$ cat config.mk
export PLATFORM = sky130hd
export DESIGN_NAME = id_branch_unit
export DESIGN_NICKNAME = d
export VERILOG_FILES = /design/src/hdl/rv_isa_pkg.sv /design/src/hdl/id_bus_pkg.sv /design/src/hdl/id_branch_unit.sv
export SDC_FILE = /design/constraint.sdc
export NUM_CORES = 1
export LEC_CHECK = 0
export BUFFER_PORTS_ARGS = -buffer_cell sky130_fd_sc_hd__buf_2
export CORE_AREA = 2 2 127 129
export DETAILED_ROUTE_END_ITERATION = 16
export DIE_AREA = 0 0 129 131
export PLACE_DENSITY = 0.71
export SYNTH_ARGS = -nofsm -noshare
export SYNTH_HDL_FRONTEND = slang
export SYNTH_SLANG_ARGS = --single-unit
$ cat constraint.sdc
create_clock -name vclk -period 4.05
set_clock_uncertainty 0.2 [all_clocks]
set_input_delay 0.6075 -clock vclk [all_inputs]
set_output_delay 0.6075 -clock vclk [all_outputs]
set_load 0.03 [all_outputs]
$ cat src/hdl/rv_isa_pkg.sv
// RV64 encoding constants and opcode enums, imported by the decode stage modules
package rv_isa_pkg;

  localparam int XLEN        = 64;
  localparam int INST_WD     = 32;
  localparam int GPR_ADDR_WD = 5;
  localparam int GPR_NUM     = 32;

  typedef logic [GPR_ADDR_WD-1:0] gpr_addr_t;
  typedef logic [XLEN-1:0]        xlen_t;

  // major opcodes, inst[6:0]
  typedef enum logic [6:0] {
    OP_IMM = 7'b0010011,
    OP     = 7'b0110011,
    LUI    = 7'b0110111,
    BRANCH = 7'b1100011,
    JAL    = 7'b1101111
  } opcode_e;

  // funct3
  localparam logic [2:0] F3_ADDI    = 3'b000;
  localparam logic [2:0] F3_ADD_SUB = 3'b000;
  localparam logic [2:0] F3_BEQ     = 3'b000;
  localparam logic [2:0] F3_BNE     = 3'b001;
  localparam logic [2:0] F3_BLT     = 3'b100;

  // funct7
  localparam logic [6:0] F7_ADD = 7'b0000000;
  localparam logic [6:0] F7_SUB = 7'b0100000;

endpackage

$ cat src/hdl/id_bus_pkg.sv
// pipeline bus structs and execute/branch operation enums shared by the decode stage
package id_bus_pkg;

  import rv_isa_pkg::*;

  typedef enum logic [2:0] {
    ALU_ADD,
    ALU_SUB,
    ALU_PASS_IMM, // lui
    ALU_LINK      // pc + 4
  } alu_op_e;

  typedef enum logic [2:0] {
    BR_NONE,
    BR_EQ,
    BR_NE,
    BR_LT,
    BR_JUMP
  } br_op_e;

  typedef struct packed {
    logic [INST_WD-1:0] inst;
    xlen_t              pc;
  } fs_to_ds_t;

  typedef struct packed {
    xlen_t     rs1_data;
    xlen_t     rs2_data;
    xlen_t     imm;
    xlen_t     pc;
    alu_op_e   alu_op;
    logic      src2_is_imm;
    gpr_addr_t rd;
    logic      gpr_wen;
    logic      invalid;
  } ds_to_es_t;

  typedef struct packed {
    logic  taken;
    xlen_t target;
  } br_bus_t;

  typedef struct packed {
    logic      wen;
    gpr_addr_t waddr;
    xlen_t     wdata;
  } ws_to_rf_t;

  typedef struct packed {
    alu_op_e alu_op;
    br_op_e  br_op;
    logic    src2_is_imm;
    logic    gpr_wen;
    logic    invalid;
  } dec_ctrl_t;

endpackage

$ cat src/hdl/id_branch_unit.sv
// branch condition and target for the decoded branch or jump
module id_branch_unit
  import rv_isa_pkg::*;
  import id_bus_pkg::*;
(
  input  br_op_e i_br_op,
  input  xlen_t  i_rs1data,
  input  xlen_t  i_rs2data,
  input  xlen_t  i_pc,
  input  xlen_t  i_imm,
  output logic   o_br_cond,
  output xlen_t  o_br_target
);

  always_comb begin
    case (i_br_op)
      BR_EQ:   o_br_cond = (i_rs1data == i_rs2data);
      BR_NE:   o_br_cond = (i_rs1data != i_rs2data);
      BR_LT:   o_br_cond = ($signed(i_rs1data) < $signed(i_rs2data));
      BR_JUMP: o_br_cond = 1'b1;
      default: o_br_cond = 1'b0;
    endcase
  end

  assign o_br_target = i_pc + i_imm; // same adder for b and j types

endmodule

Word level (Yosys, flattened, before mapping). Index checks and enable logic that the tools add are counted.

$add $sub $neg: 1. Multiply operators: 0. Div/mod/pow operators: 0. Order comparisons: 1. Equal/unequal tests: 6. Shift-type cells: 0. Muxes and demuxes: 1. Bitwise gates (word level): 0. Reduce and logical (&&, ||, !) cells: 0.

Operators by type and width (number): $add A64 B64 Y64 (1); $eq A64 B64 Y1 (1); $lt A64 B64 Y1 (1); $ne A64 B64 Y1 (1); $eq A3 B2 Y1 const B (2); $pmux W1 S4 (1); $eq A3 B1 Y1 const B (1); $eq A3 B3 Y1 const B (1).

Flip-flop bits (word level): 0. Bits in latches: 0. Memory bits (writable): 0. Memory bits (read-only): 0. Input bits: 259. Output and inout bits: 65. Word-level logic and storage cells: 9. Memories kept: 0.

Longest topological paths before layout.
Depth in word-level cells: 2. Depth in mapped cells: 13. Mapped depth without buffers: 13.

Least setup slack after synthesis. Ideal clock, no wire load.

Kind: in2out. From: in i_pc[0]. To: out o_br_target[60]. Data arrival time: 3437 ps. Required time: 3242 ps. Slack: -194 ps. Stages on the path: 13. Buffers on the path: 0. Cells stage by stage: ha_1 inv_1 fa_1 and2b_1 o211ai_2 a21oi_2 o21ai_4 o31ai_4 a21oi_2 o41ai_2 a221oi_2 o41ai_2 xor2_1.

Word-level cells in the longest chain between the ends: 1.

RTL lines: start: declaration (RTL line id_branch_unit.sv:9) `input xlen_t i_pc,`; $add A64 B64 Y64 (RTL line id_branch_unit.sv:25) `assign o_br_target = i_pc + i_imm;`; end: declaration (RTL line id_branch_unit.sv:12) `output xlen_t o_br_target`.

No other way between the ends.

Final worst setup path.
From: in i_imm[0]. To: out o_br_target[60].

Word-level cells in the longest chain between the ends: 1.

RTL lines: start: declaration (RTL line id_branch_unit.sv:10) `input xlen_t i_imm,`; $add A64 B64 Y64 (RTL line id_branch_unit.sv:25).

No other way between the ends.

==> results.ini <==
[run_status]
status = finished with violations
violations = setup timing

[final_layout]
nets = 1589
fillers = 1494
final_cells = 1418
clkbuf_count = 0
utilization_pct = 56.4
layout_commonest_cell = buf_2
seq_area_um2 = 0
syn2layout_area_growth_pct = 55.6
multi_input_area_um2 = 5610
seq_cells = 0
drive_above_1_share_pct = 43.8
layout_common_cells = buf_2, buf_4, ha_1
fin_area_um2 = 8800

[critical_path]
startpoint = i_imm[0]
cp-end-kind = output port
startpoint_type = primary input
critical_path_class = primary input to output port
path_max_fanout = 2
worstPathArrival_ns = 3.48
crit_required_ns = 3.24

[timing]
fin_ws_ns = -0.236
hold_viol_final = 0
post-route-period-util_pct = 106
tightest_slew_ns = 0.617
grt_setup_unrepaired = yes
finalMaxSlewViolations = 0
setup_violations = 8
fmax_ghz = 0.233
finalCriticalPeriod_ns = 4.29
slew_headroom_pct = 58.5
finalSetupTns_ns = -0.726

[routing]
via_per_inst = 5.21
drt_wl_total_um = 21700
first_pass_iters = 5
drc = 0
drtIter0Drc = 379
ant_nets = 0
wl_per_cell_um = 15.3
vias = 7391

[min_path]
hold_start = i_imm[0]
holdPathStages = 3
min_path_type = primary input to output port

[synth]
synth_cell_types = 68
synth_top_area_cell = ha_1
syn-num-nets = 1185
avgSynthCellArea_um2 = 7.09
mappedNetlistArea_um2 = 5660
yosysWarnings = 0
synthesis.instances = 798
ys_seq_area_share_pct = 0
yosysTopAreaCellShare_pct = 28.1
yosys-top-cells-area = ha_1, a21o_1, a21oi_1

[grt]
gr-max-usage-layer = met2
use_met1_pct = 29.4
globalRouteMet2Util_pct = 43.2
grt_pass1_vias = 7002
grt_pass1_wl_um = 32800
grt_overflow = 0
antenna_found_initial = 3
grt_use_total_pct = 23.6
met3_usage_pct = 3.50
grt_max_degree = 11

[floorplanning]
die-area_um2 = 16900
core_area_um2 = 15600
rows = 46
start_util_pct = 36.3
die-height_um = 131
io_pins = 324
fp.dieW_um = 129

[flow_run]
maxCapViolCount = 0

[pwr]
ir_drop_v = 0.000173
leakagePower_nw = 4.86
power_density_nw_per_um2 = 194
power_mw = 1.71

[placement]
dpl.hpwl_um = 19000
gp_congestion = 0.920
place_area_um2 = 8120
io_buffers = 324
dp.cells = 1402

[cts]
ctsHoldBuffers = 0

[cells by family (layout without fill, tap and decap cells)]
family	Yosys count	in the layout	share of synthesized area (%)
AND/OR/NAND/NOR	191	191	16.9
multiplexers	1	1	0.199
XOR/XNOR	63	63	9.76
buffers and inverters	123	525	9.40
adder cells (fa/ha/maj)	128	128	28.5
AO/OA/AOI/OAI	292	292	35.3
other	0	2	0
[path summary, 6_finish.rpt]
check	endpoint	slack (ns)
max	o_br_target[60]	-0.24
min	o_br_target[0]	1.38
[synthesized netlist by cell type, types with 3 or more instances]
cell type and n:
ha_1 127, a21oi_1 94, inv_1 83, a21o_1 71, nand2_1 51, xnor2_1 43
nor2_1 39, nand4_1 38, o21ai_0 30, xor2_1 20, nand3_1 19, o21bai_1 17
clkbuf_1 16, buf_2 11, nor3_1 11, o21ai_1 9, a31oi_1 7, o21a_1 7
nand2b_1 6, o211ai_1 6, a21oi_2 5, buf_6 5, nor2b_1 5, o31ai_1 5
a21boi_0 4, and3_1 4, buf_4 4, a211oi_1 3, a221o_1 3, and4_1 3
clkbuf_2 3, nor4_1 3, o221ai_1 3
[critical path, stage by stage]
cell and delay (ns):
buf_6 0.08, ha_4 0.13, inv_2 0.04, fa_2 0.33, and2b_1 0.24, o211ai_2 0.10, a21oi_2 0.24, o21ai_4 0.11
o31ai_4 0.24, a21oi_2 0.12, o41ai_4 0.30, a221oi_2 0.16, o41ai_2 0.33, buf_4 0.18, xor2_2 0.13, buf_6 0.15
[power breakdown]
part           switching [mW]  internal, mW
clock network               0  0.0000000662
registers                   0             0
logic                   0.973         0.735
[stage by stage]
stage	setup WS, ns	hold slack, ns
after floorplan	-0.0126	1.15
after global placement	-0.231	1.38
after detailed placement	-0.337	1.38
after CTS	-0.260	1.38
after global routing	-0.345	1.38
final	-0.236	1.38
[what timing repair did]
item / in CTS / in global routing
pin swaps: 18 / 46
resized for setup: 40 / 87
gates cloned: 0 / 0
endpoints found under the setup margin: 21 / 32
buffers inserted: 6 / 11
[routing by layer]
metal,vias to the layer above,share of wire [%]
li1,3730,-
met1,3373,42
met2,252,49
met3,34,6.5
met4,2,2.3
met5,-,0.051
[area by class of cell]
cell class,instances,area share (%)
timing repair buffer,442,29.6
tap,216,3.07
multi-input combinational,675,63.8
antenna,2,0.0569
inverter,83,3.54
(Power assumes the default switching activity.)
