`src/hdl/rv_isa_pkg.sv`:
```
// RV64 encoding constants and opcode enums, imported by the decode stage modules
package rv_isa_pkg;

  localparam int XLEN        = 64;
  localparam int INST_WD     = 32;
  localparam int GPR_ADDR_WD = 5;
  localparam int GPR_NUM     = 32;

  typedef logic [GPR_ADDR_WD-1:0] gpr_addr_t;
  typedef logic [XLEN-1:0]        xlen_t;

  // major opcodes, inst[6:0]
  typedef enum logic [6:0] {
    OP_IMM = 7'b0010011,
    OP     = 7'b0110011,
    LUI    = 7'b0110111,
    BRANCH = 7'b1100011,
    JAL    = 7'b1101111
  } opcode_e;

  // funct3
  localparam logic [2:0] F3_ADDI    = 3'b000;
  localparam logic [2:0] F3_ADD_SUB = 3'b000;
  localparam logic [2:0] F3_BEQ     = 3'b000;
  localparam logic [2:0] F3_BNE     = 3'b001;
  localparam logic [2:0] F3_BLT     = 3'b100;

  // funct7
  localparam logic [6:0] F7_ADD = 7'b0000000;
  localparam logic [6:0] F7_SUB = 7'b0100000;

endpackage

```
`src/hdl/id_bus_pkg.sv`:
```
// pipeline bus structs and execute/branch operation enums shared by the decode stage
package id_bus_pkg;

  import rv_isa_pkg::*;

  typedef enum logic [2:0] {
    ALU_ADD,
    ALU_SUB,
    ALU_PASS_IMM, // lui
    ALU_LINK      // pc + 4
  } alu_op_e;

  typedef enum logic [2:0] {
    BR_NONE,
    BR_EQ,
    BR_NE,
    BR_LT,
    BR_JUMP
  } br_op_e;

  typedef struct packed {
    logic [INST_WD-1:0] inst;
    xlen_t              pc;
  } fs_to_ds_t;

  typedef struct packed {
    xlen_t     rs1_data;
    xlen_t     rs2_data;
    xlen_t     imm;
    xlen_t     pc;
    alu_op_e   alu_op;
    logic      src2_is_imm;
    gpr_addr_t rd;
    logic      gpr_wen;
    logic      invalid;
  } ds_to_es_t;

  typedef struct packed {
    logic  taken;
    xlen_t target;
  } br_bus_t;

  typedef struct packed {
    logic      wen;
    gpr_addr_t waddr;
    xlen_t     wdata;
  } ws_to_rf_t;

  typedef struct packed {
    alu_op_e alu_op;
    br_op_e  br_op;
    logic    src2_is_imm;
    logic    gpr_wen;
    logic    invalid;
  } dec_ctrl_t;

endpackage

```
`src/hdl/id_issue_ctrl.sv`:
```
// issue side of decode: RAW stall, allowin, issue valid and the redirect to fetch
module id_issue_ctrl
  import rv_isa_pkg::*;
  import id_bus_pkg::*;
(
  input  logic      i_ds_valid,
  input  logic      i_es_allowin,
  input  gpr_addr_t i_rs1,
  input  gpr_addr_t i_rs2,
  input  gpr_addr_t i_es_rd,
  input  gpr_addr_t i_ms_rd,
  input  gpr_addr_t i_ws_rd,
  input  logic      i_br_cond,
  input  xlen_t     i_br_target,
  output logic      o_ds_allowin,
  output logic      o_ds_to_es_valid,
  output br_bus_t   o_br_bus
);

  logic ds_ready_go;

  // pending write to one of our sources, rd 0 means none
  function automatic logic raw_hit(gpr_addr_t rd, gpr_addr_t rs1, gpr_addr_t rs2);
    return (rd != '0) && (rd == rs1 || rd == rs2);
  endfunction

  assign ds_ready_go = !(raw_hit(i_es_rd, i_rs1, i_rs2)
                      || raw_hit(i_ms_rd, i_rs1, i_rs2)
                      || raw_hit(i_ws_rd, i_rs1, i_rs2));

  assign o_ds_allowin     = !i_ds_valid || (ds_ready_go && i_es_allowin);
  assign o_ds_to_es_valid = i_ds_valid && ds_ready_go;

  // redirect only in the issue cycle
  assign o_br_bus.taken  = o_ds_to_es_valid && i_es_allowin && i_br_cond;
  assign o_br_bus.target = i_br_target;

endmodule

```
`config.mk`:
```
export PLATFORM = sky130hd
export DESIGN_NAME = id_issue_ctrl
export DESIGN_NICKNAME = d
export VERILOG_FILES = /design/src/hdl/rv_isa_pkg.sv /design/src/hdl/id_bus_pkg.sv /design/src/hdl/id_issue_ctrl.sv
export SDC_FILE = /design/constraint.sdc
export NUM_CORES = 1
export LEC_CHECK = 0
export ABC_AREA = 1
export BUFFER_PORTS_ARGS = -buffer_cell sky130_fd_sc_hd__buf_2
export CAP_MARGIN = 20
export CORE_MARGIN = 5
export CORE_UTILIZATION = 33
export DETAILED_ROUTE_END_ITERATION = 8
export PLACE_DENSITY = 0.9
export SETUP_SLACK_MARGIN = 0.3
export SKIP_LAST_GASP = 1
export SYNTH_ARGS = -nofsm -noshare
export SYNTH_HDL_FRONTEND = slang
export SYNTH_SLANG_ARGS = --single-unit
```
`constraint.sdc`:
```
create_clock -name vclk -period 0.95
set_input_delay 0.0475 -clock vclk [all_inputs]
set_output_delay 0.0475 -clock vclk [all_outputs]
set_load 0.05 [all_outputs]
```
# Word-level counts from Yosys, hierarchy flattened
# Index checks and enable logic that the tools add are counted.
[op_classes] n_eq_ne=6 reduce_logical=18
[ops] cell="5-bit == test" count=6
[ops] cell="5-bit nonzero test" count=3
[ops] cell="1-bit logical AND" count=7
[ops] cell="1-bit logical OR" count=6
[ops] cell="1-bit zero test" count=2
[word_totals] inputBits=92 regBits=0 output_inout_bits=67

# Longest topological paths before layout
[depth] depth_word=9 mapped_depth=9

# Worst setup path before layout
# No wires, ideal clock.
[synth_timing] kind="input-to-output" from="input i_ws_rd[0]" to="output o_ds_to_es_valid" cell_stages=5 required_ps=902 arrival_ps=1168 path_slack_ps=-266 path_cell_list="nor4_1 > nand2_1 > nand2_2 > nand3_1 > nor2_1"
[synth_between] elab_chain_cells=6 elab_cells_between_ends=8
[synth_lines] item="from (decl)" line="id_issue_ctrl.sv:12" rtl="input gpr_addr_t i_ws_rd,"
[synth_lines] item="5-bit == test" line="id_issue_ctrl.sv:24" rtl="return (rd != '0) && (rd == rs1 || rd == rs2);"
[synth_lines] item="1-bit logical OR" line="id_issue_ctrl.sv:24"
[synth_lines] item="1-bit logical AND (*)" line="id_issue_ctrl.sv:24"
[synth_lines] item="1-bit logical OR (*)" line="id_issue_ctrl.sv:29" rtl="|| raw_hit(i_ws_rd, i_rs1, i_rs2));"
[synth_lines] item="1-bit zero test (*)" line="id_issue_ctrl.sv:27" rtl="assign ds_ready_go = !(raw_hit(i_es_rd, i_rs1, i_rs2)"
[synth_lines] item="1-bit logical AND (*)" line="id_issue_ctrl.sv:32" rtl="assign o_ds_to_es_valid = i_ds_valid && ds_ready_go;"
[synth_lines] item="to (decl)" line="id_issue_ctrl.sv:16" rtl="output logic o_ds_to_es_valid,"
# Mark *: on every way between the ends. The rest lies on a longest branch, timed or not.

==> summary.md <==
| Metric | Value |
|---|---|
| P_sw | 268.8 uW |
| Routability-driven placement congestion ratio | 0.8353 |
| Max Clk Rate | 931.8 MHz |
| Pins Over Slew Limit | 0 |
| PnR worst setup slack | -0.1232 ns |
| Seq pwr share | 0% |
| # DRC | 0 |
| Total GRT Usage | 9.989% |
| LEAKAGE | 0.0005733 uW |
| # diodes | 0 |
| Die ar. | 0.004369 sq mm |
| Sw frac | 52.82% |
| Die height | 66.10 microns |
| Max-cap viol count | 0 |
| Top-area cell type share of the netlist area | 46.27% |
| Die X | 66.10 microns |
| Synthesis warning total | 0 |
| Global route total overflow | 0 |
| CP peak stage delay | 0.20 ns |
| Minimum clock period after layout | 1.073 ns |
| Area grow syn2layout | 0.7226% |
| FF+latch count | 0 |
| Post-synthesis cell type count | 14 |
| Synthesized area | 0.001038 sq mm |
| TritonRoute pass-1 iters | 4 |
| Placement Cell Area | 847.1 sq um |
| Clock buf count | 0 |
| Power Density | 486.5 mW/mm^2 |
| Critical Path End Type | output pin |
| RSZ-0062 raised after global routing | true |
| Crit path max-delay cell type | nor3_1 |
| Placed cells | 201 |
| Starting Density | 34.30% |
| Clock power frac | 0% |
| Slew margin rel. | 87.85% |
| Gate Count Post-Synth | 185 |
| Core area | 0.003028 sq mm |
| VDD IR max | 0.1949 mV |
| Post-route non-filler standard cell count | 201 |
| Setup Buffers After CTS | 0 |
| Post-route cell area | 0.001046 sq mm |
| Syn Area/Cell | 5.613 sq um |
| Floorplan row count | 20 |
| Layout cell share with drive strength beyond 1 | 44.59% |
| First-pass GRT wire length | 3.546 mm |
| Synth top cells by count | buf_4 (64), nand2_1 (55), inv_1 (22), nor2_1 (14), nand3_1 (8) |
| Vias/cell | 4.388 |
| Post-CTS Hold Buffers | 0 |
| Cell accounting for the most synthesized area | buf_4 |
| Hold Vio Cnt, Final | 0 |
| Startpoint Class | input port |
| WS Path Type | in2out |
| CP Cell Sequence | buf_2, nor3_1, nand3_1, nand2_2, nand4_4, nor2_4, buf_8 |
| HP Class | in2out |
| NumNets Final | 251 |
| Setup violators final | 3 |
| Status | finished, violations left |
| Crit Path Max Fanout | 4 |
| Failing checks | negative setup slack |
| Area occupied by registers | 0 sq um |
| Post-DP HPWL | 2.033 mm |
| Vias in the first global route | 855 |
| WL per Instance | 11.96 microns |
| I/O pins | 159 |
| Internal power | 240.1 uW |
| Most frequent cell after synthesis | buf_4 |
| Syn nets | 277 |
| Tightest Pin Transition | 0.1808 ns |
| Port buffer count | 31 |
| Worst EP required | 0.90 ns |
| DRT iter0 DRCs | 21 |
| Crit path arrival time | 1.03 ns |
| Largest net degree at the start of global routing | 5 |
| Initial antenna violation count | 0 |
| Register area share after synthesis | 0% |
| Tcrit/Tclk final | 113.0% |
| Detail Route Antenna Nets | 0 |
| Routed via count | 882 |
| Area contributors post-synth | buf_4 (46%), nand2_1 (20%), inv_1 (8.0%), xor2_1 (5.9%), nor2_1 (5.1%) |
| Post-Route WL | 2.403 mm |
| Comb pwr share | 100.0% |
[critical path: cells and delay by family]
kind / cells / cell delay (ns)
buffers and inverters: 2 / 0.28
AND/OR/NAND/NOR: 5 / 0.70
[logic make-up (layout without fill, tap and decap cells)]
logic type      count (synthesis)  after routing  synth area share (%)
compound gates                  1              1                0.4815
xor+xnor                       13             13                 10.96
buf+inv                        86             58                 54.22
simple gates                   85             85                 34.34
[metal layers]
layer	up-vias	track usage [%]	routed length [microns]
met5	-	0	0
met4	0	4.569	57
met3	14	7.313	472
met2	61	16.48	1087
met1	376	9.173	786
li1	431	-	-
[path summary, 6_finish.rpt]
| kind | to | depth (start not counted) | slack [ns] | from |
|---|---|---|---|---|
| worst max-delay path | o_br_bus[64] | 7 | -0.12 | i_es_rd[4] |
| worst min-delay path | o_br_bus[51] | 0 | 0.1 | i_br_target[51] |
[timing repair]
action,in CTS,in global routing
gates resized for setup,28,48
pin swaps,17,34
endpoints found under the setup margin,3,3
[final cells by class]
class,count,area [sq um]
Timing Repair Buffer,36,329.1
Inverter,22,95.09
Tap cell,44,55.05
Multi-Input combinational cell,99,566.8
Fill cell,335,1982
[per-stage QoR]
stage / total power [uW] / util (%) / TNS, ns / hold slack, ns / setup slack, ns
3_3_place_gp: 388.4 / 27.98 / -0.5147 / 0.09534 / -0.1920
2_1_floorplan: 962.1 / - / 0 / 0.2505 / 0.05175
3_5_place_dp: 399.2 / 27.98 / -0.7462 / 0.09534 / -0.2725
4_1_cts: 452.6 / 30.74 / -0.3478 / 0.09534 / -0.1314
6_report: 508.9 / 34.55 / -0.2847 / 0.09502 / -0.1232
5_1_grt: 550.4 / 34.55 / -0.4582 / 0.09507 / -0.1836
[layout by cell type (no fill, tap or decap)]
master | synthesis | final
nand4_4 | 0 | 1
buf_2 | 0 | 8
inv_2 | 0 | 9
nand2_1 | 55 | 48
nand3_2 | 1 | 2
xor2_2 | 0 | 1
buf_8 | 0 | 3
inv_1 | 22 | 8
buf_4 | 64 | 10
nor2_4 | 0 | 2
nand2_2 | 2 | 8
nand3_1 | 8 | 7
nor2_1 | 14 | 11
nor2_2 | 1 | 2
nor3_4 | 0 | 1
nand2_4 | 0 | 1
nor3_1 | 2 | 1
a21oi_2 | 0 | 1
buf_6 | 0 | 15
xor2_1 | 7 | 6
inv_4 | 0 | 5
xnor2_1 | 6 | 6
nor4_4 | 0 | 1
[power by group through the flow]
stage	clock, uW	combinational (uW)	sequential [uW]
after floorplan	0	962	0
after global placement	0	388	0
after detailed placement	0	399	0
after CTS	0	453	0
after global routing	0	550	0
final	0	509	0
Power figures use the tool's default switching activity.
