<file path="src/hdl/rv_isa_pkg.sv">
// RV64 encoding constants and opcode enums, imported by the decode stage modules
package rv_isa_pkg;

  localparam int XLEN        = 64;
  localparam int INST_WD     = 32;
  localparam int GPR_ADDR_WD = 5;
  localparam int GPR_NUM     = 32;

  typedef logic [GPR_ADDR_WD-1:0] gpr_addr_t;
  typedef logic [XLEN-1:0]        xlen_t;

  // major opcodes, inst[6:0]
  typedef enum logic [6:0] {
    OP_IMM = 7'b0010011,
    OP     = 7'b0110011,
    LUI    = 7'b0110111,
    BRANCH = 7'b1100011,
    JAL    = 7'b1101111
  } opcode_e;

  // funct3
  localparam logic [2:0] F3_ADDI    = 3'b000;
  localparam logic [2:0] F3_ADD_SUB = 3'b000;
  localparam logic [2:0] F3_BEQ     = 3'b000;
  localparam logic [2:0] F3_BNE     = 3'b001;
  localparam logic [2:0] F3_BLT     = 3'b100;

  // funct7
  localparam logic [6:0] F7_ADD = 7'b0000000;
  localparam logic [6:0] F7_SUB = 7'b0100000;

endpackage

</file>
<file path="src/hdl/id_bus_pkg.sv">
// pipeline bus structs and execute/branch operation enums shared by the decode stage
package id_bus_pkg;

  import rv_isa_pkg::*;

  typedef enum logic [2:0] {
    ALU_ADD,
    ALU_SUB,
    ALU_PASS_IMM, // lui
    ALU_LINK      // pc + 4
  } alu_op_e;

  typedef enum logic [2:0] {
    BR_NONE,
    BR_EQ,
    BR_NE,
    BR_LT,
    BR_JUMP
  } br_op_e;

  typedef struct packed {
    logic [INST_WD-1:0] inst;
    xlen_t              pc;
  } fs_to_ds_t;

  typedef struct packed {
    xlen_t     rs1_data;
    xlen_t     rs2_data;
    xlen_t     imm;
    xlen_t     pc;
    alu_op_e   alu_op;
    logic      src2_is_imm;
    gpr_addr_t rd;
    logic      gpr_wen;
    logic      invalid;
  } ds_to_es_t;

  typedef struct packed {
    logic  taken;
    xlen_t target;
  } br_bus_t;

  typedef struct packed {
    logic      wen;
    gpr_addr_t waddr;
    xlen_t     wdata;
  } ws_to_rf_t;

  typedef struct packed {
    alu_op_e alu_op;
    br_op_e  br_op;
    logic    src2_is_imm;
    logic    gpr_wen;
    logic    invalid;
  } dec_ctrl_t;

endpackage

</file>
<file path="src/hdl/id_decoder.sv">
// combinational decoder for the supported RV64 subset, gives register fields, immediate, controls
module id_decoder
  import rv_isa_pkg::*;
  import id_bus_pkg::*;
(
  input  logic [INST_WD-1:0] i_inst,
  output gpr_addr_t          o_rs1,
  output gpr_addr_t          o_rs2,
  output gpr_addr_t          o_rd,
  output xlen_t              o_imm,
  output dec_ctrl_t          o_ctrl
);

  opcode_e    opcode;
  logic [2:0] funct3;
  logic [6:0] funct7;
  xlen_t      imm_i, imm_u, imm_b, imm_j;

  assign opcode = opcode_e'(i_inst[6:0]);
  assign funct3 = i_inst[14:12];
  assign funct7 = i_inst[31:25];

  assign o_rs1 = i_inst[19:15];
  assign o_rs2 = i_inst[24:20];
  assign o_rd  = i_inst[11:7];

  assign imm_i = {{52{i_inst[31]}}, i_inst[31:20]};
  assign imm_u = {{32{i_inst[31]}}, i_inst[31:12], 12'b0};
  assign imm_b = {{51{i_inst[31]}}, i_inst[31], i_inst[7], i_inst[30:25], i_inst[11:8], 1'b0};
  assign imm_j = {{43{i_inst[31]}}, i_inst[31], i_inst[19:12], i_inst[20], i_inst[30:21], 1'b0};

  always_comb begin
    // anything not matched below stays invalid
    o_ctrl.alu_op      = ALU_ADD;
    o_ctrl.br_op       = BR_NONE;
    o_ctrl.src2_is_imm = 1'b0;
    o_ctrl.gpr_wen     = 1'b0;
    o_ctrl.invalid     = 1'b1;
    o_imm              = '0;
    case (opcode)
      OP_IMM: begin
        if (funct3 == F3_ADDI) begin
          o_ctrl.src2_is_imm = 1'b1;
          o_ctrl.gpr_wen     = 1'b1;
          o_ctrl.invalid     = 1'b0;
          o_imm              = imm_i;
        end
      end
      OP: begin
        if (funct3 == F3_ADD_SUB && (funct7 == F7_ADD || funct7 == F7_SUB)) begin
          o_ctrl.alu_op  = (funct7 == F7_SUB) ? ALU_SUB : ALU_ADD;
          o_ctrl.gpr_wen = 1'b1;
          o_ctrl.invalid = 1'b0;
        end
      end
      LUI: begin
        o_ctrl.alu_op      = ALU_PASS_IMM;
        o_ctrl.src2_is_imm = 1'b1;
        o_ctrl.gpr_wen     = 1'b1;
        o_ctrl.invalid     = 1'b0;
        o_imm              = imm_u;
      end
      BRANCH: begin
        o_imm = imm_b;
        case (funct3)
          F3_BEQ:  o_ctrl.br_op = BR_EQ;
          F3_BNE:  o_ctrl.br_op = BR_NE;
          F3_BLT:  o_ctrl.br_op = BR_LT;
          default: o_ctrl.br_op = BR_NONE;
        endcase
        o_ctrl.invalid = (o_ctrl.br_op == BR_NONE);
      end
      JAL: begin
        o_ctrl.alu_op  = ALU_LINK; // rd gets pc + 4
        o_ctrl.br_op   = BR_JUMP;
        o_ctrl.gpr_wen = 1'b1;
        o_ctrl.invalid = 1'b0;
        o_imm          = imm_j;
      end
      default: ;
    endcase
  end

endmodule

</file>
<file path="config.mk">
export PLATFORM = sky130hd
export DESIGN_NAME = id_decoder
export DESIGN_NICKNAME = d
export VERILOG_FILES = /design/src/hdl/rv_isa_pkg.sv /design/src/hdl/id_bus_pkg.sv /design/src/hdl/id_decoder.sv
export SDC_FILE = /design/constraint.sdc
export NUM_CORES = 1
export LEC_CHECK = 0
export BUFFER_PORTS_ARGS = -buffer_cell sky130_fd_sc_hd__buf_2
export CAP_MARGIN = 20
export CORE_MARGIN = 8
export CORE_UTILIZATION = 35
export DETAILED_ROUTE_END_ITERATION = 12
export PLACE_DENSITY = 0.89
export SLEW_MARGIN = 20
export SYNTH_ARGS = -nofsm -noshare
export SYNTH_HDL_FRONTEND = slang
export SYNTH_SLANG_ARGS = --single-unit
</file>
<file path="constraint.sdc">
create_clock -name vclk -period 3.3
set_input_delay 0.165 -clock vclk [all_inputs]
set_output_delay 0.165 -clock vclk [all_outputs]
set_load 0.005 [all_outputs]
</file>
======== Word level (Yosys, flattened, before mapping) ========
Index checks and enable logic that the tools add are counted.
storage, ports and cells
  register bits after elaboration ......... 0
  input bits .............................. 32
  output and inout bits ................... 88
operators by class
  eq/ne operators ......................... 8
  muxes and demuxes ....................... 13
  reductions and logical operators ........ 6
operators by type and width
  cell                count
  $pmux 64 s4         1
  $mux 64             1
  $eq 7x6->1 const B  3
  $eq 7x7->1 const B  2
  $pmux 3 s3          1
  $eq 7x5->1 const B  1
  $logic_not 7->1     1
  $logic_not 3->1     2
  $mux 3              2
  $pmux 2 s3          1
  $pmux 3 s2          1
  $pmux 1 s4          1
  $eq 3x1->1 const B  1
  $eq 3x3->1 const B  1
  $pmux 1 s3          1
  $mux 1              2
  $mux 2              1
  $pmux 1 s2          1
  $reduce_or 2->1     1
  $logic_and 1x1->1   1
  $logic_or 1x1->1    1

======== Depth between registers and ports, before layout ========
  depth after elaboration ................. 5
  depth in mapped cells ................... 7
  mapped depth without buffers ............ 4

======== Worst setup path after synthesis ========
Ideal clock, no wire load.
  path kind ............................... input port to output port
  from .................................... input i_inst[5]
  to ...................................... output o_imm[32]
  arrival ................................. 2,585 ps
  data required time ...................... 3,135 ps
  setup slack ............................. 550 ps
  cell stages on the path ................. 6
  cells stage by stage .................... or3b_2 a21oi_1 o21ai_1 clkbuf_2 a21oi_1 buf_4
between the ends
  cells in the longest elaborated chain, start to end .. 2
RTL lines
  element                             RTL line          source
  from (decl)                         id_decoder.sv:6   input logic [INST_WD-1:0] i_inst,
  $eq 7x7->1 (tied with other cells)  id_decoder.sv:40  case (opcode)
  $pmux 64 s4 *                       id_decoder.sv:40
  to (decl)                           id_decoder.sv:10  output xlen_t o_imm,
Every way passes the cells marked *; elsewhere a longest branch is shown, timed or not.

======== Worst setup path in the final report ========
  from .................................... input i_inst[3]
  to ...................................... output o_imm[60]
Same word-level chain as after synthesis.

==> results by stage <==
Critical path:
- The endpoint arrival time on the critical path is 2.00 ns.
- The kind of cell adding the most delay to the critical path is buffers and inverters.
- The worst setup path is launched from a primary input.
- The number of logic stages on the critical path including buffering is 8.
- The critical path goes through buf_2, or3b_1, a21oi_1, buf_4, o21ai_1, a21oi_1, buf_4, buf_2.
- The type of the setup path with the least slack is primary input to output port.
- The worst setup path is captured at an output port.
- The maximum net fanout on the critical path is 33.
- The required time of the worst setup path is between 3 and 4 ns.
- The maximum cell stage delay along the critical path is 0.41 ns.
- The critical path contains buffers and inverters numbering 4 combined.
- The largest individual stage delay along the critical path comes from the cell sky130_fd_sc_hd__or3b_1.

Detailed routing:
- The via density per instance is 4.888.
- The first routing iteration left 28 violations.
- The length of the first detailed-routing pass in iterations is 4.
- The count of nets left with antenna violations once routing finished came out at 0.
- In the final routed layout, each cell accounts on average for 14.69 um.
- The total number of vias is 1227.
- The detailed-route DRC error count is 0.
- The routed design has 3.686 mm of wire.

Clock tree:
- Hold repair after CTS inserted 0 buffers.
- The post-cts repair resize count is 0.
- The number of buffers inserted to repair setup after CTS is 0.

Placement:
- At the end of routability-driven placement, the weighted congestion stood at 0.8218.
- The sum of net half-perimeters after detailed placement is 3.174 mm.
- The worst slack after detailed placement is about 1.1 ns.
- Counting tap cells, the placed design contains a total of 251 instances.
- Port buffering added 119 buffers.
- The instance area at placement is 1261 um^2.

Finish:
- The layout cell share with drive strength beyond 1 is 0.6136.
- The final cell count without fillers is about 250.
- Fill cells in the final layout number 276.
- Across the whole layout, storage elements account for 0 um^2.
- At the end of the flow the core is filled with cells to 0.4613.
- The finished cells cover 1261 um^2.
- The area growth from synthesis to layout is 26.95%.
- The antenna cell count is 0.
- After the last flow step, the layout net total stands at 254.
- Sequential cells placed in the final layout were counted as 0.
- The clock buffer count is 0.

Power and ir drop:
- The total power density per cell area is between 50 and 60 nW/um^2.
- The peak supply drop is around 42 uV.
- The total leakage power is between 0.8 and 0.9 nW.
- Total power for the finished layout comes to 0.06974 mW.

Hold path:
- The worst hold path class is primary input to output port.
- The worst hold path was traced through 2 stages.

GRT:
- The residual overflow from global routing is 0.
- The via count of the first global-routing pass is between 1000 and 1500.
- The number of antenna violations at the first check in global routing is 0.
- Entering global routing, the biggest net connects 34 pins.
- The wire length of the first global-routing pass is just under 6 mm.
- The total routing resource utilization after global routing is 0.1362.

Synth:
- By area the synthesized netlist is led by sky130_fd_sc_hd__buf_4 (36%), sky130_fd_sc_hd__a21o_1 (6.0%), sky130_fd_sc_hd__nand2_1 (5.3%).
- The Yosys step of the flow raised 0 warnings.
- The commonest cells after synthesis are sky130_fd_sc_hd__buf_4 (48), sky130_fd_sc_hd__nand2_1 (14), sky130_fd_sc_hd__nor2_1 (14).
- The largest total area in the synthesized netlist belongs to sky130_fd_sc_hd__buf_4.
- The share of synthesized area in the top cell type comes to 0.3627.
- The sequential element share of the synthesized area is 0.
- Summing every instance area after synthesis gives 993.5 um^2.
- The dominant cell by count in the synthesized netlist is sky130_fd_sc_hd__buf_4.
- The total nets after synthesis is 183.
- The netlist uses 40 different library cells.
- The average size of a mapped cell is 6.579 um^2.
- The number of cells produced by synthesis is 151.

STA:
- The maximum achievable frequency is 460.9 MHz.
- The final max-slew violation count is 0.
- In this run the tightest slew margin relative to its limit is 0.4153.
- Setup violations remaining at the end of the flow were counted as 0.
- The slack of the critical path is 1.130 ns.
- At the pin with the least slew margin, the transition time is between 0.8 and 0.9 ns.
- Final hold analysis gives a worst-case slack of 0.5124 ns.
- For the finished layout, the period the worst path requires is between 2 and 2.5 ns.
- Setup repair after global routing left no endpoint under its margin.
- The final setup TNS is 0 ns.
- The share of the cycle needed by the critical path after routing is 0.6574.
- The number of hold violations in the final report is 0.

Floorplanning:
- The cell row count is 19.
- The die outline width is roughly 70 um.
- The initial core utilization is 0.3634.
- The floorplan step set the die height to 69.28 um.
- The core region area is 2734 um^2.
- 120 I/O pins were placed.
- The die covers around 4800 um^2.

Run:
- The reported max-cap violation count is 0.

Outcome:
- The flow ran to the end, and the final reports show no timing, DRC or antenna violations.
==> cell families (layout without fill, tap and decap cells) <==
kind of cell,count (synthesis),in the layout,synth area share
buf+inv,59,128,0.4144
simple gates,52,52,0.2985
compound gates,38,38,0.2745
other cells,1,1,0.003775
xor+xnor,1,1,0.008818
==> power breakdown <==
group | switching (mW) | leakage [nW] | internal [mW] | total, mW
sequential | 0 | 0 | 0 | 0
combinational | 0.0373 | 0.876 | 0.0325 | 0.0697
clock | 0 | 0 | 0 | 0
==> layout by cell type (no fill, tap or decap) <==
cell	Yosys	routed
sky130_fd_sc_hd__nand2_1	14	14
sky130_fd_sc_hd__xnor2_1	1	1
sky130_fd_sc_hd__buf_4	48	3
sky130_fd_sc_hd__a21o_1	8	8
sky130_fd_sc_hd__nand3_1	1	1
sky130_fd_sc_hd__nor4b_1	2	2
sky130_fd_sc_hd__conb_1	1	1
sky130_fd_sc_hd__a221o_1	1	1
sky130_fd_sc_hd__or3b_1	1	1
sky130_fd_sc_hd__nand3b_1	2	2
sky130_fd_sc_hd__or4b_4	1	1
sky130_fd_sc_hd__nor3_4	1	1
sky130_fd_sc_hd__and3_1	1	1
sky130_fd_sc_hd__o21ai_0	9	9
sky130_fd_sc_hd__buf_2	1	119
sky130_fd_sc_hd__a21oi_4	1	1
sky130_fd_sc_hd__or3b_2	1	1
sky130_fd_sc_hd__nor3_1	1	1
sky130_fd_sc_hd__or2_2	2	2
sky130_fd_sc_hd__o21ai_1	1	1
sky130_fd_sc_hd__inv_1	6	6
sky130_fd_sc_hd__and2_1	2	2
sky130_fd_sc_hd__nor2_1	14	14
sky130_fd_sc_hd__o21bai_1	1	1
sky130_fd_sc_hd__o21ba_2	1	1
sky130_fd_sc_hd__o21ai_2	4	4
sky130_fd_sc_hd__o22ai_1	2	2
sky130_fd_sc_hd__a22o_1	4	4
sky130_fd_sc_hd__nand4bb_1	1	1
sky130_fd_sc_hd__nor4_1	2	2
sky130_fd_sc_hd__o21bai_2	1	1
sky130_fd_sc_hd__nand4_1	2	2
sky130_fd_sc_hd__a21oi_1	5	5
sky130_fd_sc_hd__nor2b_1	1	1
sky130_fd_sc_hd__and3b_1	1	1
sky130_fd_sc_hd__or2_4	1	1
sky130_fd_sc_hd__nor4bb_1	1	1
==> metal layers <==
layer | vias up | track usage | wire length, um
met5 | - | 0 | 0
met4 | 0 | 0.02050 | 51
li1 | 608 | - | -
met2 | 61 | 0.2766 | 2030
met3 | 6 | 0.05293 | 357
met1 | 552 | 0.1235 | 1246
==> final timing paths <==
path | startpoint | to | slack, ns
worst max-delay path | i_inst[3] | o_imm[60] | 1.13
worst min-delay path | i_inst[7] | o_rd[0] | 0.51
==> cell type report <==
type | instances | area, um^2 | share of cell area
Tap cell | 31 | 38.79 | 0.03075
Inverter | 6 | 22.52 | 0.01786
Multi-Input combinational cell | 92 | 581.8 | 0.4613
Timing Repair Buffer | 122 | 618.1 | 0.4901
Power figures use the tool's default switching activity.
