File: src/hdl/rv_isa_pkg.sv
// RV64 encoding constants and opcode enums, imported by the decode stage modules
package rv_isa_pkg;

  localparam int XLEN        = 64;
  localparam int INST_WD     = 32;
  localparam int GPR_ADDR_WD = 5;
  localparam int GPR_NUM     = 32;

  typedef logic [GPR_ADDR_WD-1:0] gpr_addr_t;
  typedef logic [XLEN-1:0]        xlen_t;

  // major opcodes, inst[6:0]
  typedef enum logic [6:0] {
    OP_IMM = 7'b0010011,
    OP     = 7'b0110011,
    LUI    = 7'b0110111,
    BRANCH = 7'b1100011,
    JAL    = 7'b1101111
  } opcode_e;

  // funct3
  localparam logic [2:0] F3_ADDI    = 3'b000;
  localparam logic [2:0] F3_ADD_SUB = 3'b000;
  localparam logic [2:0] F3_BEQ     = 3'b000;
  localparam logic [2:0] F3_BNE     = 3'b001;
  localparam logic [2:0] F3_BLT     = 3'b100;

  // funct7
  localparam logic [6:0] F7_ADD = 7'b0000000;
  localparam logic [6:0] F7_SUB = 7'b0100000;

endpackage

File: src/hdl/id_bus_pkg.sv
// pipeline bus structs and execute/branch operation enums shared by the decode stage
package id_bus_pkg;

  import rv_isa_pkg::*;

  typedef enum logic [2:0] {
    ALU_ADD,
    ALU_SUB,
    ALU_PASS_IMM, // lui
    ALU_LINK      // pc + 4
  } alu_op_e;

  typedef enum logic [2:0] {
    BR_NONE,
    BR_EQ,
    BR_NE,
    BR_LT,
    BR_JUMP
  } br_op_e;

  typedef struct packed {
    logic [INST_WD-1:0] inst;
    xlen_t              pc;
  } fs_to_ds_t;

  typedef struct packed {
    xlen_t     rs1_data;
    xlen_t     rs2_data;
    xlen_t     imm;
    xlen_t     pc;
    alu_op_e   alu_op;
    logic      src2_is_imm;
    gpr_addr_t rd;
    logic      gpr_wen;
    logic      invalid;
  } ds_to_es_t;

  typedef struct packed {
    logic  taken;
    xlen_t target;
  } br_bus_t;

  typedef struct packed {
    logic      wen;
    gpr_addr_t waddr;
    xlen_t     wdata;
  } ws_to_rf_t;

  typedef struct packed {
    alu_op_e alu_op;
    br_op_e  br_op;
    logic    src2_is_imm;
    logic    gpr_wen;
    logic    invalid;
  } dec_ctrl_t;

endpackage

File: src/hdl/id_stage_reg.sv
// decode stage input register, holds the valid bit and the bus taken from fetch
module id_stage_reg
  import id_bus_pkg::*;
(
  input  logic      i_clk,
  input  logic      i_rst_n,
  input  logic      i_fs_to_ds_valid,
  input  fs_to_ds_t i_fs_to_ds_bus,
  input  logic      i_ds_allowin,
  output logic      o_ds_valid,
  output fs_to_ds_t o_ds_bus
);

  logic ds_valid_q;
  fs_to_ds_t ds_bus_q;

  // valid follows fetch whenever we allow in, so an issue with no new input empties the stage
  always_ff @(posedge i_clk or negedge i_rst_n) begin
    if (!i_rst_n) begin
      ds_valid_q <= 1'b0;
    end else if (i_ds_allowin) begin
      ds_valid_q <= i_fs_to_ds_valid;
    end
  end

  always_ff @(posedge i_clk) begin
    if (i_fs_to_ds_valid && i_ds_allowin) begin
      ds_bus_q <= i_fs_to_ds_bus; // transfer
    end
  end

  assign o_ds_valid = ds_valid_q;
  assign o_ds_bus   = ds_bus_q;

endmodule

File: config.mk
export PLATFORM = sky130hd
export DESIGN_NAME = id_stage_reg
export DESIGN_NICKNAME = d
export VERILOG_FILES = /design/src/hdl/rv_isa_pkg.sv /design/src/hdl/id_bus_pkg.sv /design/src/hdl/id_stage_reg.sv
export SDC_FILE = /design/constraint.sdc
export NUM_CORES = 1
export LEC_CHECK = 0
export BUFFER_PORTS_ARGS = -buffer_cell sky130_fd_sc_hd__buf_2
export CORE_MARGIN = 5
export CORE_UTILIZATION = 25
export DETAILED_ROUTE_END_ITERATION = 16
export PLACE_DENSITY = 0.53
export REMOVE_ABC_BUFFERS = 1
export SETUP_SLACK_MARGIN = 0.3
export SLEW_MARGIN = 20
export SYNTH_ARGS = -nofsm -noshare
export SYNTH_HDL_FRONTEND = slang
export SYNTH_SLANG_ARGS = --single-unit
export TNS_END_PERCENT = 50
File: constraint.sdc
create_clock -name i_clk -period 0.8 [get_ports i_clk]
set_input_delay 0.04 -clock i_clk [delete_from_list [all_inputs] [get_ports i_clk]]
set_output_delay 0.04 -clock i_clk [all_outputs]
set_load 0.03 [all_outputs]
* After elaboration in Yosys (flattened, before gate mapping)
Cells that the tools add are included.
Storage, ports and cells: output and inout bits 97, word-level logic and storage cells 4, input port bits 100, register bits after elaboration 97
Operators by class: reduce and logical (&&, ||, !) cells 1
Operator list (number):
- $logic_and 1x1->1 | 1

* Logic depth before layout (Yosys ltp)
Gate-level depths: netlist of the first run.
depth after elaboration 1, depth in mapped cells 1, mapped depth without buffers 1

* Worst setup path after synthesis of the first run
OpenSTA, ideal clock, no wires.
path kind input to register, start point in i_fs_to_ds_valid, end point reg ds_bus_q (netlist bit o_ds_bus[0]), enable pin, data required time 0.387 ns, buffers on the path 0, slack -0.881 ns, stages on the path 1, setup time 0.413 ns, arrival time 1.268 ns, cell sequence and2_2
Between the ends: cells in the longest elaborated chain, start to end 1
RTL lines:
- start, declared | line id_stage_reg.sv:7 | input logic i_fs_to_ds_valid,
- $logic_and 1x1->1 | line id_stage_reg.sv:27 | if (i_fs_to_ds_valid && i_ds_allowin) begin
- end signal, assigned | line id_stage_reg.sv:28 | ds_bus_q <= i_fs_to_ds_bus;
- end, declared | line id_stage_reg.sv:15 | fs_to_ds_t ds_bus_q;
No other way between the ends. A chain may end at the register's enable or synchronous reset.

* Final worst setup path of the first run
start point reg ds_bus_q (netlist bit o_ds_bus[38]), end point out o_ds_bus[38] (netlist bit)
RTL lines:
- end, declared | line id_stage_reg.sv:11 | output fs_to_ds_t o_ds_bus
No word-level cell between the ends.

==> flow_summary.json, run 1 <==
{
  "ioPinCount": 197,
  "tightest_slew_ps": 262.8,
  "cts.reportedPaths.clkPinSlew_ps": 60,
  "synth_seq_area_share_pct": 99.23,
  "powerDensity_nw_per_um2": 2400,
  "endpoint_kind": "output port",
  "setup_viol": 97,
  "p_int_w": 0.009365,
  "crit_start": "o_ds_bus[38]",
  "gp_congestion": 0.7166,
  "pre_cts_ws_ps": -126.8,
  "cp_cell_sequence": "buf_6",
  "stdcell_area_um2": 5076,
  "start_kind": "flop",
  "core_um2": 11470,
  "avgSynthCellArea_um2": 29.60,
  "cp.buffers_inverters": 1,
  "hold_path.startpoint": "i_fs_to_ds_bus[67]",
  "finalMaxSlewViolations": 0,
  "power_leakage_nw": 2.084,
  "drt_pass1_iterations": 3,
  "status": "finished, violations left",
  "worstPathArrival_ps": 900,
  "clock_sinks": 97,
  "syn_to_final_growth_pct": 73.23,
  "yosys.area.top_type_share_pct": 98.38,
  "wire_per_inst_um": 16.25,
  "postPlaceCellArea_um2": 4131,
  "p_comb_share_pct": 14.5,
  "hp-class": "input port to flop",
  "crit_family": "flip-flops",
  "fillCellCount": 999,
  "nNetsFinal": 409,
  "num_antenna_cells": 0,
  "critPathRequiredTime_ps": 760,
  "overflow": 0,
  "cts_tree": "yes",
  "place_inst": 440,
  "syn_inst": 99,
  "grt_pass1_wl_mm": 11.32,
  "period_minus_slack_ps": 936.8,
  "clkPwrFrac_pct": 35.1,
  "hold_viol_final": 97,
  "whs_path_depth": 1,
  "dp_hpwl_mm": 5.764,
  "crit_path_max_fanout": 1,
  "rsz0062_at_grt": "true",
  "ys_seq_elements": 97,
  "die_height_um": 118.3,
  "maxCapViolCount": 0,
  "dieArea_um2": 13990,
  "synth_cell_type_count": 4,
  "cts_hold_buf": 1,
  "detail_route.drc_violations": 0,
  "ant_nets": 0,
  "yosys.area.top_type": "edfxtp_1",
  "layout.cells.non_filler": 457,
  "fp.dieW_um": 118.3,
  "clock_skew_ps": 0,
  "max_freq_ghz": 1.067,
  "drt-initial-drc-count": 65,
  "violations": "hold timing, setup timing",
  "port_buffers": 196,
  "yosys-top-cells-area": "edfxtp_1 98%, dfrtp_1 0.85%, mux2_4 0.51%, and2_2 0.26%",
  "crit_slowest_cell": "edfxtp_1",
  "grt_use_total_pct": 10.48,
  "insertion_delay_ps": 330,
  "fin_ws_ps": -136.8,
  "drt-total-wl_mm": 7.424,
  "cts-buffers-inserted": 9,
  "viasPerCell": 3.969,
  "crit_path_max_incr_delay_ps": 400,
  "p_seq_share_pct": 50.4,
  "final_layout_size_suffix_gt1_share_pct": 68.15,
  "setup.worst_path.class": "flop to output port",
  "clk_path_buf_depth": 2,
  "rr_startpoint": "o_ds_valid",
  "netSwitchingFraction_pct": 23.14,
  "min_period_over_period_pct": 117.1,
  "yosysWarnings": 0,
  "cp_num_cells": 1,
  "start_util_pct": 25.55,
  "grt_pass1_vias": 2032,
  "peakVddDrop_mv": 1.512,
  "syn_area_um2": 2930,
  "htreeDepth": 3,
  "antenna_found_initial": 2,
  "r2r_cells": 1,
  "slew-limit-headroom_pct": 82.48,
  "grt_max_degree": 51,
  "p_switching_w": 0.002819,
  "root_buffer": "clkbuf_16",
  "via_count": 1814,
  "hold-worst-slack_ps": -125.3,
  "rows": 39
}
[routing by layer]
metal / GRT usage, % / routed length (um) / vias to the layer above
li1: - / - / 822
met1: 11.23 / 2607 / 851
met2: 16.88 / 3758 / 117
met3: 5.874 / 865 / 20
met4: 4.803 / 173 / 4
met5: 0 / 19 / -
[cell families after synthesis]
logic type	synth area share, %
DFF	99.23
and+or+nand+nor	0.2563
muxes	0.5122
[synthesized netlist by cell type]
library cell,count
mux2_4,1
and2_2,1
edfxtp_1,96
dfrtp_1,1
[worst paths after layout]
check / slack (ps) / end
min in group asynchronous: 10 / o_ds_valid
setup reg to reg: 10 / o_ds_valid
max in group asynchronous: 700 / o_ds_valid
hold reg to reg: 560 / o_ds_valid
setup / recovery: -140 / o_ds_bus[38]
hold / removal: -130 / o_ds_bus[67]
[state kept, by name (all words and copies together) (netlist names)]
signal      flops
o_ds_valid      1
o_ds_bus       96
[power by group through the flow]
| stage | clock, W | combinational, W | sequential (W) |
|---|---|---|---|
| after CTS | 0.00443 | 0.00179 | 0.00615 |
| after floorplan | 0 | 0.0000764 | 0.00687 |
| after detailed placement | 0 | 0.00140 | 0.00617 |
| after global placement | 0 | 0.00140 | 0.00615 |
| after global routing | 0.00466 | 0.00184 | 0.00617 |
| final | 0.00428 | 0.00177 | 0.00614 |
[area by class of cell]
type	count	area, um2	share of cell area [%]
sequential	97	2908	57.28
multi-input combinational	2	23.77	0.4683
tap	143	178.9	3.525
clock buffer	13	260.3	5.127
timing repair buffer	199	1665	32.81
clock inverter	3	40.04	0.7888
[layout by cell type (no fill, tap or decap)]
| master | Yosys | layout |
|---|---|---|
| buf_2 | 0 | 97 |
| clkbuf_8 | 0 | 2 |
| bufinv_16 | 0 | 1 |
| clkinv_2 | 0 | 2 |
| buf_6 | 0 | 99 |
| buf_16 | 0 | 2 |
| clkbuf_1 | 0 | 2 |
| and2_4 | 0 | 1 |
| edfxtp_1 | 96 | 96 |
| mux2_4 | 1 | 1 |
| clkbuf_16 | 0 | 9 |
| dfrtp_1 | 1 | 1 |
| dlygate4sd3_1 | 0 | 1 |
[per-stage QoR]
step | total power (W) | hold WS (ps) | setup TNS [ps] | util, %
CTS | 0.01237 | -146.3 | -13290 | 44.27
detailed placement | 0.007567 | -178.0 | -11020 | 36.03
global placement | 0.007550 | -184.2 | -9724 | 36.03
floorplan | 0.006943 | -255.6 | -84630 | -
finish | 0.01218 | -125.3 | -10650 | 44.27
global route | 0.01267 | -150.4 | -15070 | 44.27
[timing repair]
item / CTS / global route
pin swaps: 1 / 1
setup endpoints to repair: 194 / 194
hold endpoints to repair: 98 / 97
buffers inserted: 0 / 0
gates resized for setup: 198 / 0
Power figures use the tool's default switching activity.
==> run 2: changes to the inputs <==
--- a/config.mk
+++ b/config.mk
@@ -5,7 +5,9 @@
 export SDC_FILE = /design/constraint.sdc
 export NUM_CORES = 1
 export LEC_CHECK = 0
+export ABC_AREA = 1
 export BUFFER_PORTS_ARGS = -buffer_cell sky130_fd_sc_hd__buf_2
+export CORE_ASPECT_RATIO = 1.2
 export CORE_MARGIN = 5
 export CORE_UTILIZATION = 25
 export DETAILED_ROUTE_END_ITERATION = 16
==> flow_summary.json, run 2 <==
{
  "endpoint_kind": "output port",
  "yosysMostFrequentCell": "edfxtp_1",
  "hold_viol_final": 97,
  "grt_pass1_vias": 2048,
  "grt_pass1_wl_mm": 10.63,
  "hp-class": "input port to flop",
  "detail_route.drc_violations": 0,
  "dieArea_um2": 13980,
  "cts.reportedPaths.clkPinSlew_ps": 70,
  "synth_ff_type": "edfxtp_1",
  "finalMaxSlewViolations": 0,
  "p_seq_share_pct": 51.9,
  "wire_per_inst_um": 15.93,
  "p_int_w": 0.008877,
  "cts_tree": "yes",
  "dp_hpwl_mm": 5.842,
  "clock_skew_ps": 0,
  "stdcell_area_um2": 5082,
  "setup_viol": 97,
  "ys_seq_elements": 97,
  "crit_family": "flip-flops",
  "final_cell_mix": "99 x buf_6, 97 x buf_2, 96 x edfxtp_1, 9 x clkbuf_16",
  "rsz0062_at_grt": "true",
  "start_util_pct": 25.42,
  "largest_reg_flops": 96,
  "root_buffer": "clkbuf_16",
  "syn_to_final_growth_pct": 73.66,
  "synthTopCellsByCount": "96 x edfxtp_1, 3 x nand2_1, 2 x inv_1",
  "cts-buffers-inserted": 9,
  "p_total_w": 0.01181,
  "synth_seq_area_share_pct": 99.36,
  "core_um2": 11510,
  "ant_nets": 0,
  "cp_cell_sequence": "buf_6",
  "fin_setup_tns_ps": -10220,
  "hold-worst-slack_ps": -119.9,
  "nNetsFinal": 414,
  "drt-total-wl_mm": 7.585,
  "viasPerCell": 3.851,
  "yosysWarnings": 0,
  "rows": 43,
  "insertion_delay_ps": 330,
  "min_period_over_period_pct": 116.5,
  "grt_max_degree": 45,
  "crit_path_max_fanout": 1,
  "yosys.area.top_type": "edfxtp_1",
  "overflow": 0,
  "postPlaceCellArea_um2": 4154,
  "max_freq_ghz": 1.073,
  "powerDensity_nw_per_um2": 2324,
  "syn_area_um2": 2927,
  "crit_slowest_cell": "edfxtp_1",
  "pre_cts_ws_ps": -139.4,
  "peakVddDrop_mv": 1.061,
  "clk_path_buf_depth": 2,
  "p_comb_share_pct": 15.1,
  "power_leakage_nw": 2.083,
  "violations": "hold timing, setup timing",
  "final_core_util_pct": 44.14,
  "final_common_cell": "buf_6",
  "cts_hold_buf": 1,
  "fin_ws_ps": -131.9,
  "critPathRequiredTime_ps": 760,
  "netSwitchingFraction_pct": 24.85,
  "syn_inst": 102,
  "drt-initial-drc-count": 27,
  "worstPathArrival_ps": 890,
  "synth_cell_type_count": 4,
  "antenna_found_initial": 1,
  "start_kind": "flop",
  "ioPinCount": 197,
  "yosys.area.top_type_share_pct": 98.50,
  "tightest_slew_ps": 229.6,
  "maxCapViolCount": 0,
  "num_antenna_cells": 0,
  "grt_use_total_pct": 10.43,
  "p_switching_w": 0.002936,
  "crit_path_max_incr_delay_ps": 400,
  "die_height_um": 128.5,
  "fillCellCount": 1081,
  "yosys-top-cells-area": "edfxtp_1 99%, dfrtp_1 0.86%, nand2_1 0.38%, inv_1 0.26%",
  "port_buffers": 196,
  "reg2reg_slack_ps": 80,
  "final_layout_size_suffix_gt1_share_pct": 68.34,
  "gp_congestion": 0.6981,
  "async_reset_ff_share_pct": 1.031,
  "clkPwrFrac_pct": 33.1,
  "status": "finished, violations left",
  "drt_pass1_iterations": 4,
  "clock_sinks": 97,
  "synth_edf_count": 96,
  "cp.buffers_inverters": 1,
  "htreeDepth": 3,
  "setup.worst_path.class": "flop to output port",
  "fp.dieW_um": 108.8,
  "period_minus_slack_ps": 931.9,
  "slew-limit-headroom_pct": 84.69,
  "via_count": 1833,
  "avgSynthCellArea_um2": 28.69
}
run 2: cell types whose count changed in the layout (fill, tap and decap cells not counted), moves of 2 or more:
cell        before  now
buf_4            0    2
clkbuf_1         2    0
clkbuf_8         2    0
clkinvlp_4       0    2
inv_6            0    2
run 2: layer usage:
layer | part of all wire, % | wire length, um | GRT usage [%]
met1 | 34 | 2578 | 10.63
met2 | 52 | 3975 | 17.75
met3 | 12 | 938 | 5.820
met4 | 1.1 | 85 | 4.012
met5 | 0.092 | 7 | 0
run 2: final timing paths:
check                                    from      endpoint  depth (start not counted)
max                              o_ds_bus[15]  o_ds_bus[15]                          1
min                        i_fs_to_ds_bus[86]  o_ds_bus[86]                          1
max reg2reg                        o_ds_valid    o_ds_valid                          3
min reg2reg                        o_ds_valid    o_ds_valid                          3
max in group asynchronous             i_rst_n    o_ds_valid                          2
min in group asynchronous             i_rst_n    o_ds_valid                          2
run 2: layout make-up:
cell class	count	area (um2)	share of cell area, %
Sequential cell	97	2908	57.21
Clock inverter	7	46.29	0.9109
Inverter	2	12.51	0.2462
Clock buffer	9	225.2	4.431
Multi-Input combinational cell	3	21.27	0.4185
Tap cell	157	196.4	3.865
Timing Repair Buffer	201	1673	32.91
run 2: through the flow:
stage / cells / hold slack (ps)
after floorplan: 102 / -255.6
after global routing: 476 / -144.9
after global placement: 458 / -184.0
after detailed placement: 458 / -184.2
final: 476 / -119.9
after CTS: 475 / -141.9
run 2: power groups by stage:
stage                      logic, W  clock network (W)  registers [W]
after floorplan           0.0000717                  0        0.00687
after global placement      0.00139                  0        0.00615
after detailed placement    0.00140                  0        0.00616
after CTS                   0.00179            0.00408        0.00614
after global routing        0.00186            0.00430        0.00616
final                       0.00178            0.00390        0.00613
run 2: what timing repair did:
item                                    in CTS  in global routing
buffers inserted                             0                  1
endpoints found under the setup margin     194                193
pin swaps                                    1                  1
endpoints found under the hold margin       98                 97
resized for setup                          199                  2
run 2: kinds of logic after synthesis:
logic type / count (synthesis) / synth area share [%]
buffers and inverters: 2 / 0.2566
DFF: 97 / 99.36
and+or+nand+nor: 3 / 0.3848
